--- src/cpu_pkg.sv ---
`default_nettype none

package cpu_pkg;

	// Sizes
	localparam int DATA_W    = 32;
	localparam int REG_NUM   = 32;
	localparam int ROB_DEPTH = 8;

	localparam int REG_AW = $clog2(REG_NUM);
	localparam int ROB_AW = $clog2(ROB_DEPTH);

	// Occupancy counter needs one extra bit to tell full from empty
	localparam int ROB_CW = ROB_AW + 1;

	// Scalar types
	typedef logic [DATA_W-1:0] uint32_t;
	typedef logic [REG_AW-1:0] reg_addr_t;
	typedef logic [ROB_AW-1:0] rob_index_t;

	// Source operand word.
	// The ready bit next to it picks the reading: ready gives the value,
	// not ready gives the tag of the ROB entry that will produce it.
	typedef union packed {
		uint32_t value;
		struct packed {
			logic [DATA_W-ROB_AW-1:0] zero;
			rob_index_t               tag;
		} pend;
	} operand_t;

endpackage

`default_nettype wire
--- src/dispatch_core.sv ---
`timescale 1ns/1ps
`default_nettype none

module dispatch_core (
	input  logic                clk,
	input  logic                rst_n,
	input  logic                flush,

	input  logic                req,
	input  cpu_pkg::reg_addr_t  src1,
	input  cpu_pkg::reg_addr_t  src2,
	input  cpu_pkg::reg_addr_t  dest,
	input  logic                has_dest,
	output logic                ack,
	output cpu_pkg::operand_t   op1,
	output logic                op1_ready,
	output cpu_pkg::operand_t   op2,
	output logic                op2_ready,
	output cpu_pkg::rob_index_t tag,

	input  logic                wb_valid,
	input  cpu_pkg::rob_index_t wb_tag,
	input  cpu_pkg::uint32_t    wb_data,

	output logic                commit_valid,
	output cpu_pkg::rob_index_t commit_tag,
	output cpu_pkg::reg_addr_t  commit_dest,
	output logic                commit_has_dest,
	output cpu_pkg::uint32_t    commit_data
);
	import cpu_pkg::*;

	uint32_t    rf_rdata1, rf_rdata2;
	logic       busy1, busy2;
	rob_index_t ptag1, ptag2;
	logic       rdone1, rdone2;
	uint32_t    rval1, rval2;
	operand_t   opnd1, opnd2;
	logic       ready1, ready2;

	logic       alloc;
	rob_index_t alloc_tag;
	logic       rob_full;
	logic       stat_set;
	logic       reg_we;

	assign stat_set = alloc && has_dest && (dest != '0);
	assign reg_we   = commit_valid && commit_has_dest;

	regfile regfile_inst (
		.clk,
		.rst_n,
		.we     ( reg_we      ),
		.waddr  ( commit_dest ),
		.wdata  ( commit_data ),
		.raddr1 ( src1        ),
		.raddr2 ( src2        ),
		.rdata1 ( rf_rdata1   ),
		.rdata2 ( rf_rdata2   )
	);

	reg_status reg_status_inst (
		.clk,
		.rst_n,
		.flush,
		.set_en  ( stat_set    ),
		.set_reg ( dest        ),
		.set_tag ( alloc_tag   ),
		.clr_en  ( reg_we      ),
		.clr_reg ( commit_dest ),
		.clr_tag ( commit_tag  ),
		.raddr1  ( src1        ),
		.raddr2  ( src2        ),
		.busy1,
		.busy2,
		.ptag1,
		.ptag2
	);

	rob rob_inst (
		.clk,
		.rst_n,
		.flush,
		.alloc,
		.alloc_dest     ( dest     ),
		.alloc_has_dest ( has_dest ),
		.alloc_tag,
		.full           ( rob_full ),
		.wb_valid,
		.wb_tag,
		.wb_data,
		.rtag1          ( ptag1    ),
		.rtag2          ( ptag2    ),
		.rdone1,
		.rdone2,
		.rval1,
		.rval2,
		.commit_valid,
		.commit_tag,
		.commit_dest,
		.commit_has_dest,
		.commit_data
	);

	operand_resolve operand_resolve_inst (
		.src1,
		.src2,
		.rdata1 ( rf_rdata1 ),
		.rdata2 ( rf_rdata2 ),
		.busy1,
		.busy2,
		.ptag1,
		.ptag2,
		.rdone1,
		.rdone2,
		.rval1,
		.rval2,
		.opnd1,
		.opnd2,
		.ready1,
		.ready2
	);

	dispatch_ctrl dispatch_ctrl_inst (
		.clk,
		.rst_n,
		.req,
		.ack,
		.full ( rob_full ),
		.opnd1,
		.opnd2,
		.ready1,
		.ready2,
		.alloc_tag,
		.alloc,
		.op1,
		.op2,
		.op1_ready,
		.op2_ready,
		.tag
	);

endmodule

`default_nettype wire

--- src/dispatch_ctrl.sv ---
`timescale 1ns/1ps
`default_nettype none

module dispatch_ctrl (
	input  logic                clk,
	input  logic                rst_n,

	input  logic                req,
	output logic                ack,

	input  logic                full,
	input  cpu_pkg::operand_t   opnd1,
	input  cpu_pkg::operand_t   opnd2,
	input  logic                ready1,
	input  logic                ready2,
	input  cpu_pkg::rob_index_t alloc_tag,
	output logic                alloc,

	output cpu_pkg::operand_t   op1,
	output cpu_pkg::operand_t   op2,
	output logic                op1_ready,
	output logic                op2_ready,
	output cpu_pkg::rob_index_t tag
);

	// New request seen while idle and the ROB can take it.
	// Ack is high right after, so this lasts one cycle per request.
	assign alloc = req && !ack && !full;

	// Two states, ack low waits for a request and ack high waits for release
	always_ff @(posedge clk) begin
		if (!rst_n) begin
			ack <= 1'b0;
		end else if (alloc) begin
			ack <= 1'b1;
		end else if (ack && !req) begin
			ack <= 1'b0;
		end
	end

	// Held for the whole ack phase
	always_ff @(posedge clk) begin
		if (alloc) begin
			op1       <= opnd1;
			op2       <= opnd2;
			op1_ready <= ready1;
			op2_ready <= ready2;
			tag       <= alloc_tag;
		end
	end

endmodule

`default_nettype wire

--- src/operand_resolve.sv ---
`timescale 1ns/1ps
`default_nettype none

module operand_resolve (
	input  cpu_pkg::reg_addr_t  src1,
	input  cpu_pkg::reg_addr_t  src2,
	input  cpu_pkg::uint32_t    rdata1,
	input  cpu_pkg::uint32_t    rdata2,
	input  logic                busy1,
	input  logic                busy2,
	input  cpu_pkg::rob_index_t ptag1,
	input  cpu_pkg::rob_index_t ptag2,
	input  logic                rdone1,
	input  logic                rdone2,
	input  cpu_pkg::uint32_t    rval1,
	input  cpu_pkg::uint32_t    rval2,
	output cpu_pkg::operand_t   opnd1,
	output cpu_pkg::operand_t   opnd2,
	output logic                ready1,
	output logic                ready2
);
	import cpu_pkg::*;

	function automatic void resolve(
		input  reg_addr_t  src,
		input  uint32_t    rdata,
		input  logic       busy,
		input  rob_index_t ptag,
		input  logic       rdone,
		input  uint32_t    rval,
		output operand_t   opnd,
		output logic       ready
	);
		ready = 1'b1;
		if (src == '0) begin
			opnd.value = '0;
		end else if (!busy) begin
			opnd.value = rdata;
		end else if (rdone) begin
			// Producer finished but has not retired yet
			opnd.value = rval;
		end else begin
			ready         = 1'b0;
			opnd.pend.zero = '0;
			opnd.pend.tag  = ptag;
		end
	endfunction

	always_comb begin
		resolve(src1, rdata1, busy1, ptag1, rdone1, rval1, opnd1, ready1);
	end

	always_comb begin
		resolve(src2, rdata2, busy2, ptag2, rdone2, rval2, opnd2, ready2);
	end

endmodule

`default_nettype wire

--- src/rob.sv ---
`timescale 1ns/1ps
`default_nettype none

module rob (
	input  logic                clk,
	input  logic                rst_n,
	input  logic                flush,

	input  logic                alloc,
	input  cpu_pkg::reg_addr_t  alloc_dest,
	input  logic                alloc_has_dest,
	output cpu_pkg::rob_index_t alloc_tag,
	output logic                full,

	input  logic                wb_valid,
	input  cpu_pkg::rob_index_t wb_tag,
	input  cpu_pkg::uint32_t    wb_data,

	input  cpu_pkg::rob_index_t rtag1,
	input  cpu_pkg::rob_index_t rtag2,
	output logic                rdone1,
	output logic                rdone2,
	output cpu_pkg::uint32_t    rval1,
	output cpu_pkg::uint32_t    rval2,

	output logic                commit_valid,
	output cpu_pkg::rob_index_t commit_tag,
	output cpu_pkg::reg_addr_t  commit_dest,
	output logic                commit_has_dest,
	output cpu_pkg::uint32_t    commit_data
);
	import cpu_pkg::*;

	logic [ROB_DEPTH-1:0] done;
	reg_addr_t            dest_q     [ROB_DEPTH];
	logic                 has_dest_q [ROB_DEPTH];
	uint32_t              value_q    [ROB_DEPTH];

	rob_index_t           head;
	rob_index_t           tail;
	logic [ROB_CW-1:0]    count;

	logic                 retire;
	logic                 hit1;
	logic                 hit2;

	assign full      = (count == ROB_CW'(ROB_DEPTH));
	assign alloc_tag = tail;
	assign retire    = (count != '0) && done[head];

	always_ff @(posedge clk) begin
		if (!rst_n || flush) begin
			head  <= '0;
			tail  <= '0;
			count <= '0;
			done  <= '0;
		end else begin
			if (alloc) begin
				tail       <= tail + 1'b1;
				done[tail] <= 1'b0;
			end
			if (wb_valid) begin
				done[wb_tag] <= 1'b1;
			end
			if (retire) begin
				head <= head + 1'b1;
			end
			count <= count + ROB_CW'(alloc) - ROB_CW'(retire);
		end
	end

	always_ff @(posedge clk) begin
		if (alloc) begin
			dest_q[tail]     <= alloc_dest;
			has_dest_q[tail] <= alloc_has_dest;
		end
		if (wb_valid) begin
			value_q[wb_tag] <= wb_data;
		end
	end

	// Tag reads see a result landing on the CDB this cycle
	assign hit1   = wb_valid && (wb_tag == rtag1);
	assign hit2   = wb_valid && (wb_tag == rtag2);
	assign rdone1 = done[rtag1] || hit1;
	assign rdone2 = done[rtag2] || hit2;
	assign rval1  = hit1 ? wb_data : value_q[rtag1];
	assign rval2  = hit2 ? wb_data : value_q[rtag2];

	// Head retires at the edge that ends this cycle
	assign commit_valid    = retire;
	assign commit_tag      = head;
	assign commit_dest     = dest_q[head];
	assign commit_has_dest = has_dest_q[head];
	assign commit_data     = value_q[head];

endmodule

`default_nettype wire

--- src/reg_status.sv ---
`timescale 1ns/1ps
`default_nettype none

module reg_status (
	input  logic                clk,
	input  logic                rst_n,
	input  logic                flush,
	input  logic                set_en,
	input  cpu_pkg::reg_addr_t  set_reg,
	input  cpu_pkg::rob_index_t set_tag,
	input  logic                clr_en,
	input  cpu_pkg::reg_addr_t  clr_reg,
	input  cpu_pkg::rob_index_t clr_tag,
	input  cpu_pkg::reg_addr_t  raddr1,
	input  cpu_pkg::reg_addr_t  raddr2,
	output logic                busy1,
	output logic                busy2,
	output cpu_pkg::rob_index_t ptag1,
	output cpu_pkg::rob_index_t ptag2
);
	import cpu_pkg::*;

	logic [REG_NUM-1:0] busy;
	rob_index_t         ptag [REG_NUM];
	logic               clr_hit;
	logic               set_act;

	// Only the youngest producer may release the register
	assign clr_hit = clr_en && busy[clr_reg] && (ptag[clr_reg] == clr_tag);
	assign set_act = set_en && (set_reg != '0);

	always_ff @(posedge clk) begin
		if (!rst_n || flush) begin
			busy <= '0;
		end else begin
			if (clr_hit) begin
				busy[clr_reg] <= 1'b0;
			end
			// Later assignment, so a new claim beats the release
			if (set_act) begin
				busy[set_reg] <= 1'b1;
			end
		end
	end

	always_ff @(posedge clk) begin
		if (set_act) begin
			ptag[set_reg] <= set_tag;
		end
	end

	assign busy1 = busy[raddr1];
	assign busy2 = busy[raddr2];
	assign ptag1 = ptag[raddr1];
	assign ptag2 = ptag[raddr2];

endmodule

`default_nettype wire

--- src/regfile.sv ---
`timescale 1ns/1ps
`default_nettype none

module regfile (
	input  logic               clk,
	input  logic               rst_n,
	input  logic               we,
	input  cpu_pkg::reg_addr_t waddr,
	input  cpu_pkg::uint32_t   wdata,
	input  cpu_pkg::reg_addr_t raddr1,
	input  cpu_pkg::reg_addr_t raddr2,
	output cpu_pkg::uint32_t   rdata1,
	output cpu_pkg::uint32_t   rdata2
);
	import cpu_pkg::*;

	uint32_t mem [REG_NUM];
	logic    wr_act;

	// Register 0 is never stored
	assign wr_act = we && (waddr != '0);

	// Architectural state survives reset, only writes are held off
	always_ff @(posedge clk) begin
		if (rst_n && wr_act) begin
			mem[waddr] <= wdata;
		end
	end

	// Write-first reads
	assign rdata1 = (raddr1 == '0) ? '0 :
	                (wr_act && (waddr == raddr1)) ? wdata : mem[raddr1];

	assign rdata2 = (raddr2 == '0) ? '0 :
	                (wr_act && (waddr == raddr2)) ? wdata : mem[raddr2];

endmodule

`default_nettype wire

--- config.mk ---
export PLATFORM = sky130hd
export DESIGN_NAME = dispatch_core
export DESIGN_NICKNAME = d
export VERILOG_FILES = /design/src/cpu_pkg.sv /design/src/dispatch_core.sv /design/src/dispatch_ctrl.sv /design/src/operand_resolve.sv /design/src/rob.sv /design/src/reg_status.sv /design/src/regfile.sv
export SDC_FILE = /design/constraint.sdc
export NUM_CORES = 2
export LEC_CHECK = 0
export BUFFER_PORTS_ARGS = -buffer_cell sky130_fd_sc_hd__buf_4
export CAP_MARGIN = 10
export CELL_PAD_IN_SITES_DETAIL_PLACEMENT = 1
export CELL_PAD_IN_SITES_GLOBAL_PLACEMENT = 2
export CORE_MARGIN = 1
export CORE_UTILIZATION = 44
export CTS_CLUSTER_SIZE = 24
export DETAILED_ROUTE_END_ITERATION = 10
export MAX_ROUTING_LAYER = met4
export PLACE_DENSITY_LB_ADDON = 0.1
export SYNTH_ARGS = -nofsm -noshare
export SYNTH_HDL_FRONTEND = slang
export SYNTH_SLANG_ARGS = --single-unit
export TNS_END_PERCENT = 100
--- constraint.sdc ---
create_clock -name clk -period 4.4 [get_ports clk]
set_clock_uncertainty 0.15 [all_clocks]
set_input_delay 0.44 -clock clk [delete_from_list [all_inputs] [get_ports clk]]
set_output_delay 0.44 -clock clk [all_outputs]
set_load 0.005 [all_outputs]
=== After elaboration in Yosys (flattened, before gate mapping) ===
Memories as Yosys holds them, arrays and structs flattened. A register that Yosys moved wholly into a read port is not among the register bits.
Cells that the tools add are included.

* Bitwise logic cells: 8
* Reductions and logical operators: 35
* Add/subtract/negate cells: 4
* Order comparisons: 13
* Mux-type cells: 52
* Equality and inequality tests: 6

{| class="wikitable"
|+ Operators by type and width
! operator !! count
|-
| 32-bit 2-to-1 mux || 11
|-
| 32-bit bitwise AND || 1
|-
| 32-bit inverter || 1
|-
| 32-bit bitwise OR || 1
|-
| 5-bit by 6-bit less-than comparator with 1-bit output, second input constant || 4
|-
| 8-bit 2-to-1 mux || 3
|-
| 1-bit 2-to-1 mux || 22
|-
| 1-bit logical AND || 20
|-
| 3-bit by 4-bit less-than comparator with 1-bit output, second input constant || 5
|-
| 3-bit 2-to-1 mux || 6
|-
| 1-bit binary-select mux with 5-bit select || 3
|-
| 1-bit demux with 5-bit select || 2
|-
| 5-bit equality test || 2
|-
| 5-bit by 1-bit >= comparator with 1-bit output, second input constant || 2
|-
| 5-bit logical NOT || 2
|-
| 5-bit nonzero test || 2
|-
| 1-bit binary-select mux with 3-bit select || 3
|-
| 3-bit equality test || 3
|-
| 8-bit bitwise AND || 1
|-
| 8-bit inverter || 1
|-
| 8-bit bitwise OR || 1
|-
| 3-bit by 1-bit adder with 3-bit output, second input constant || 2
|-
| 1-bit demux with 3-bit select || 2
|-
| 3-bit by 1-bit >= comparator with 1-bit output, second input constant || 2
|-
| other kinds (9) || 16
|}

* Memories kept: 5
* Output and inout bits: 112
* Register bits after elaboration: 120
* Logic and storage cells: 134
* Input bits: 56
* Bits in writable memories: 1424

{| class="wikitable"
|+ Memory list
! memory !! words !! width !! read ports !! clocked after memory_dff !! wr ports !! RTL line !! source
|-
| regfile_inst.mem || 32 || 32 || 2 || 0 || 1 || regfile.sv:17 || <nowiki>uint32_t mem [REG_NUM];</nowiki>
|-
| rob_inst.value_q || 8 || 32 || 3 || 1 || 1 || rob.sv:37 || <nowiki>uint32_t value_q [ROB_DEPTH];</nowiki>
|-
| reg_status_inst.ptag || 32 || 3 || 3 || 0 || 1 || reg_status.sv:24 || <nowiki>rob_index_t ptag [REG_NUM];</nowiki>
|-
| rob_inst.dest_q || 8 || 5 || 1 || 1 || 1 || rob.sv:35 || <nowiki>reg_addr_t dest_q [ROB_DEPTH];</nowiki>
|-
| rob_inst.has_dest_q || 8 || 1 || 1 || 1 || 1 || rob.sv:36 || <nowiki>logic has_dest_q [ROB_DEPTH];</nowiki>
|}

=== Depth between registers and ports, before layout ===
* Word-level depth: 10
* Depth in mapped cells: 16
* Mapped depth without buffers: 11

=== By module ===
A second synthesis with hierarchy kept.

* Cell total of the unflattened synthesis: 4490
* Area, all modules: 76339.5 sq um

{| class="wikitable"
|+ By module, submodules not included
! module !! sequential area each (sq um) !! cells each !! instances !! area an instance (sq um)
|-
| regfile || 30749.5 || 2671 || 1 || 48247.5
|-
| rob || 9549.2 || 964 || 1 || 17040.1
|-
| reg_status || 3523.4 || 556 || 1 || 7639.8
|-
| dispatch_ctrl || 2092.0 || 74 || 1 || 2120.8
|-
| operand_resolve || 0.0 || 222 || 1 || 1268.7
|-
| dispatch_core || 0.0 || 3 || 1 || 22.5
|}

=== Worst setup path after synthesis ===
OpenSTA, ideal clock, no wires.

* Path type: reg2reg
* Start point: register rob_inst.count[2]
* End point: memory rob_inst.dest_q[0][0] (netlist bit) (enable)
* Stages on the path, launching flop included: 8
* Path buffers: 1
* Arrival: 3.886 ns
* Data required time: 3.871 ns
* Library setup time: 0.379 ns
* Setup slack: -0.015 ns
* Period minus slack after synthesis: 4.415 ns
* Cell sequence: dfxtp_1 inv_1 ha_1 nand2_1 and3b_1 clkbuf_1 nand2b_1 nor3_1

* Cells in the longest elaborated chain, start to end: 5

{| class="wikitable"
|+ Ends and longest elaborated chain
! item !! RTL line !! source
|-
| start, declared || rob.sv:41 || <nowiki>logic [ROB_CW-1:0] count;</nowiki>
|-
| start signal, assigned || rob.sv:68 || <nowiki>count <= count + ROB_CW'(alloc) - ROB_CW'(retire);</nowiki>
|-
| 4-bit equality test || rob.sv:47 || <nowiki>assign full = (count == ROB_CW'(ROB_DEPTH));</nowiki>
|-
| 1-bit logical NOT || dispatch_ctrl.sv:28 || <nowiki>assign alloc = req && !ack && !full;</nowiki>
|-
| 1-bit logical AND || dispatch_ctrl.sv:28 ||
|-
| named net alloc || dispatch_core.sv:41 || <nowiki>logic alloc;</nowiki>
|-
| 1-bit 2-to-1 mux || rob.sv:73 || <nowiki>if (alloc) begin</nowiki>
|-
| 1-bit 2-to-1 mux (implied by the code) || rob.sv:74 || <nowiki>dest_q[tail] <= alloc_dest;</nowiki>
|-
| end, declared || rob.sv:35 ||
|}

The timed path passes the listed nets, and every way through them passes these cells.

==> key figures <==
Route
  • Drt wl/cell: 35.7 um
  • Final ANT Viol Nets: 0
  • Via density: 6.43
  • 1st-pass router iterations: 7
  • Vias: 46300
  • Detailed Route WL: 257000 um
  • DRC: 0
  • Iter 0 DRT Violations: 5277

Floorplanning
  • Die width: 417 um
  • Die ar.: 174000 um2
  • Starting density of the core: 0.443
  • Die Y: 417 um
  • Std-Cell Rows: 152
  • CORE AREA: 171000 um2
  • IO Count: 168

Synth
  • Ys flop type: edfxtp_1
  • XOR/XNOR Fraction of Synth Area: 0.00254
  • Post-Syn Area: 75900 um2
  • Ys Warns: 0
  • Simple-gate share of the synthesized area: 0.0381
  • Yosys top cell by area: edfxtp_1
  • Distinct cells, synth: 76
  • Register bit total from synthesis: 1547
  • Post-synth top cells: 1493 x edfxtp_1, 787 x mux4_2, 347 x mux2i_1
  • Largest family of logic cells by synthesized area: multiplexers
  • Ys async rst share: 0
  • Most frequent cell after synthesis: edfxtp_1
  • Mux contribution to synthesized area: 0.288
  • Share of the synthesized area in the top cell type: 0.591
  • Adder-cell area share of the yosys netlist: 0.00158
  • Top post-synthesis cells by area: edfxtp_1 59%, mux4_2 23%, mux2i_1 4.6%
  • Synth Instances: 4328
  • Number of synthesized flops with an enable pin: 1493
  • Avg Cell Area, Syn: 17.5 um2
  • Sequential area share after synthesis: 0.605
  • Complex-gate fraction of the synthesized area: 0.0427

Timing
  • Worst-Margin Slew: 1.22 ns
  • Fin. max-slew vios: 0
  • Setup TNS: 0 ns
  • Final Hold Viols: 0
  • Tmin final: 4.32 ns
  • RSZ-0062 raised after global routing: no
  • Slew margin rel.: 0.187
  • Period utilisation layout: 0.983
  • Fmax: 231 MHz
  • Setup violation total in the final timing report: 0
  • Setup ws final: 0.0764 ns

Critical path
  • Cells on worst reg2reg path: 12
  • Worst EP required: 3.81 ns
  • Worst Path Buf+Inv: 4
  • CP Launch Type: flop
  • Slowest CP cell: dfxtp_4
  • Crit path arrival time: 3.73 ns
  • CP Capture Type: primary output
  • Max stage delay on crit path: 0.49 ns
  • R2r setup slk: 0.16 ns
  • Worst setup path class: flop to primary output
  • Largest delay share family, worst path: buffers and inverters
  • CP dominant cell by count: buf_6
  • Crit Path Max Fanout: 37
  • Critical Path Stages: 6
  • Critical path, cell by cell: buf_6 > buf_6 > mux4_2 > mux2i_1 > inv_1 > buf_4

Worst hold path
  • Cells on Worst Hold Path: 3
  • Worst Hold Class: input port to flop

Clock network
  • Worst-path clk slew: 0.06 ns
  • Clk Latency, worst-skew pair: 0.84 ns
  • TritonCTS Sinks: 1547
  • H-tree lvl count: 4
  • CTS max path bufs: 3
  • CTS tree: yes
  • Cts bufs inserted: 173
  • Root Buffer: clkbuf_16

Status
  • Outcome: completed

Place
  • Detailed placer's ending HPWL: 160000 um
  • PortBufs: 167
  • Placement Setup Slack: 0.122 ns
  • Final GP Congestion: 0.927

Cells and area
  • Layout area overhead: 17.1%
  • Fillcell total: 15600
  • Nets: 4807
  • Layout cell share with drive strength beyond 1: 0.339

GRT
  • Initial antenna violation count: 7
  • Largest net degree at the start of global routing: 112
  • Gr usage total: 0.306
  • Global-route wire length before repair: 365000 um
  • Overflow after GRT: 0
  • Vias in the first global route: 47400

Pwr
  • Tot Pwr: 34.9 mW
  • Power Density: 393 nW/um2
  • Maximum vdd drop: 0.449 mV
  • Leakage: 28.9 nW

Job
  • Max-cap violations: 0
==> metrics by stage <==
| stage | hold slack [ns] | std cells | utilization | instance area (um2) |
|---|---|---|---|---|
| floorplan | 0.282 | 4362 | - | 76000 |
| global placement | 0.309 | 6827 | 0.481 | 82400 |
| detailed placement | 0.313 | 6827 | 0.481 | 82400 |
| CTS | 0.0272 | 7192 | 0.518 | 88700 |
| global route | 0.0929 | 7194 | 0.518 | 88800 |
| finish | 0.0870 | 7196 | 0.518 | 88800 |
==> worst reg2reg max path, cell delays in order (launching register included) <==
cell	delay, ns
dfxtp_4	0.53
mux4_2	0.58
mux2i_4	0.18
buf_12	0.19
buf_4	0.30
mux2i_1	0.31
a221oi_1	0.13
o22ai_1	0.22
or3_1	0.14
nand4_1	0.22
buf_4	0.23
or3_1	0.61
o31a_1	0.34
==> metal layers <==
| metal | track usage | share of wire | vias to the layer above |
|---|---|---|---|
| met2 | 0.464 | 0.47 | 1919 |
| met3 | 0.0566 | 0.078 | 377 |
| met5 | - | 0 | - |
| met1 | 0.425 | 0.42 | 25200 |
| li1 | - | - | 18800 |
| met4 | 0.0851 | 0.027 | 0 |
==> kinds of logic after synthesis <==
| family | after synthesis |
|---|---|
| buf+inv | 384 |
| simple gates | 665 |
| fa+ha+maj | 9 |
| compound gates | 510 |
| mux | 1190 |
| xor+xnor | 22 |
| flops | 1547 |
| other cells | 1 |
==> cell type report <==
| type | instances | area [um2] | area share |
|---|---|---|---|
| Antenna cell | 2 | 5.00 | 0.0000564 |
| Clock buffer | 198 | 4500 | 0.0506 |
| Clock inverter | 119 | 1300 | 0.0147 |
| Inverter | 52 | 204 | 0.00230 |
| Multi-Input combinational cell | 2431 | 28800 | 0.324 |
| Sequential cell | 1547 | 45900 | 0.517 |
| Tap cell | 2310 | 2890 | 0.0325 |
| Timing Repair Buffer | 537 | 5160 | 0.0581 |
==> path summary, 6_finish.rpt <==
path	start	end
setup / recovery	flop	commit_data[31]
hold / removal	src2[4]	dispatch_ctrl_inst.op2[2]
setup reg to reg	flop	reg_status_inst.busy[21]
hold reg to reg	reg_status_inst.busy[0]	reg_status_inst.busy[0]
==> where the power goes <==
part / total, mW / switching [mW] / internal, mW / leakage [nW]
sequential: 16.4 / 0.137 / 16.3 / 13.8
clock: 15.0 / 6.19 / 8.80 / 2.82
combinational: 3.49 / 1.98 / 1.51 / 12.2
==> layout by cell type (no fill, tap or decap), drive strengths merged, types with 48 or more instances in the layout <==
cell	synthesis	layout
mux2i	352	352
nand3	77	77
clkinv	1	82
clkbuf	167	198
mux2	51	51
buf	165	489
nor2	335	335
o21ai	155	155
inv	51	56
a21oi	147	147
edfxtp	1493	1493
dlygate4sd3	0	48
dfxtp	54	54
mux4	787	787
nand2	145	145
==> state kept, by name, indices dropped and copies added, names as in the netlist, 3 cells and up, named ones only <==
| signal | count |
|---|---|
| dispatch_ctrl_inst.op1 | 32 |
| dispatch_ctrl_inst.op2 | 32 |
| dispatch_ctrl_inst.tag | 3 |
| reg_status_inst.busy | 32 |
| reg_status_inst.ptag | 96 |
| regfile_inst.mem | 1024 |
| rob_inst.alloc_tag | 3 |
| rob_inst.commit_tag | 3 |
| rob_inst.count | 4 |
| rob_inst.dest_q | 40 |
| rob_inst.done | 8 |
| rob_inst.has_dest_q | 8 |
| rob_inst.value_q | 256 |
==> repair_timing <==
action / CTS / global route
endpoints found under the hold margin: 380 / 0
setup buffers: 0 / 2
cloned: 0 / 0
endpoints found under the setup margin: 22 / 17
hold buffers: 48 / 0
resized for setup: 6 / 5
(Power assumes the default switching activity.)
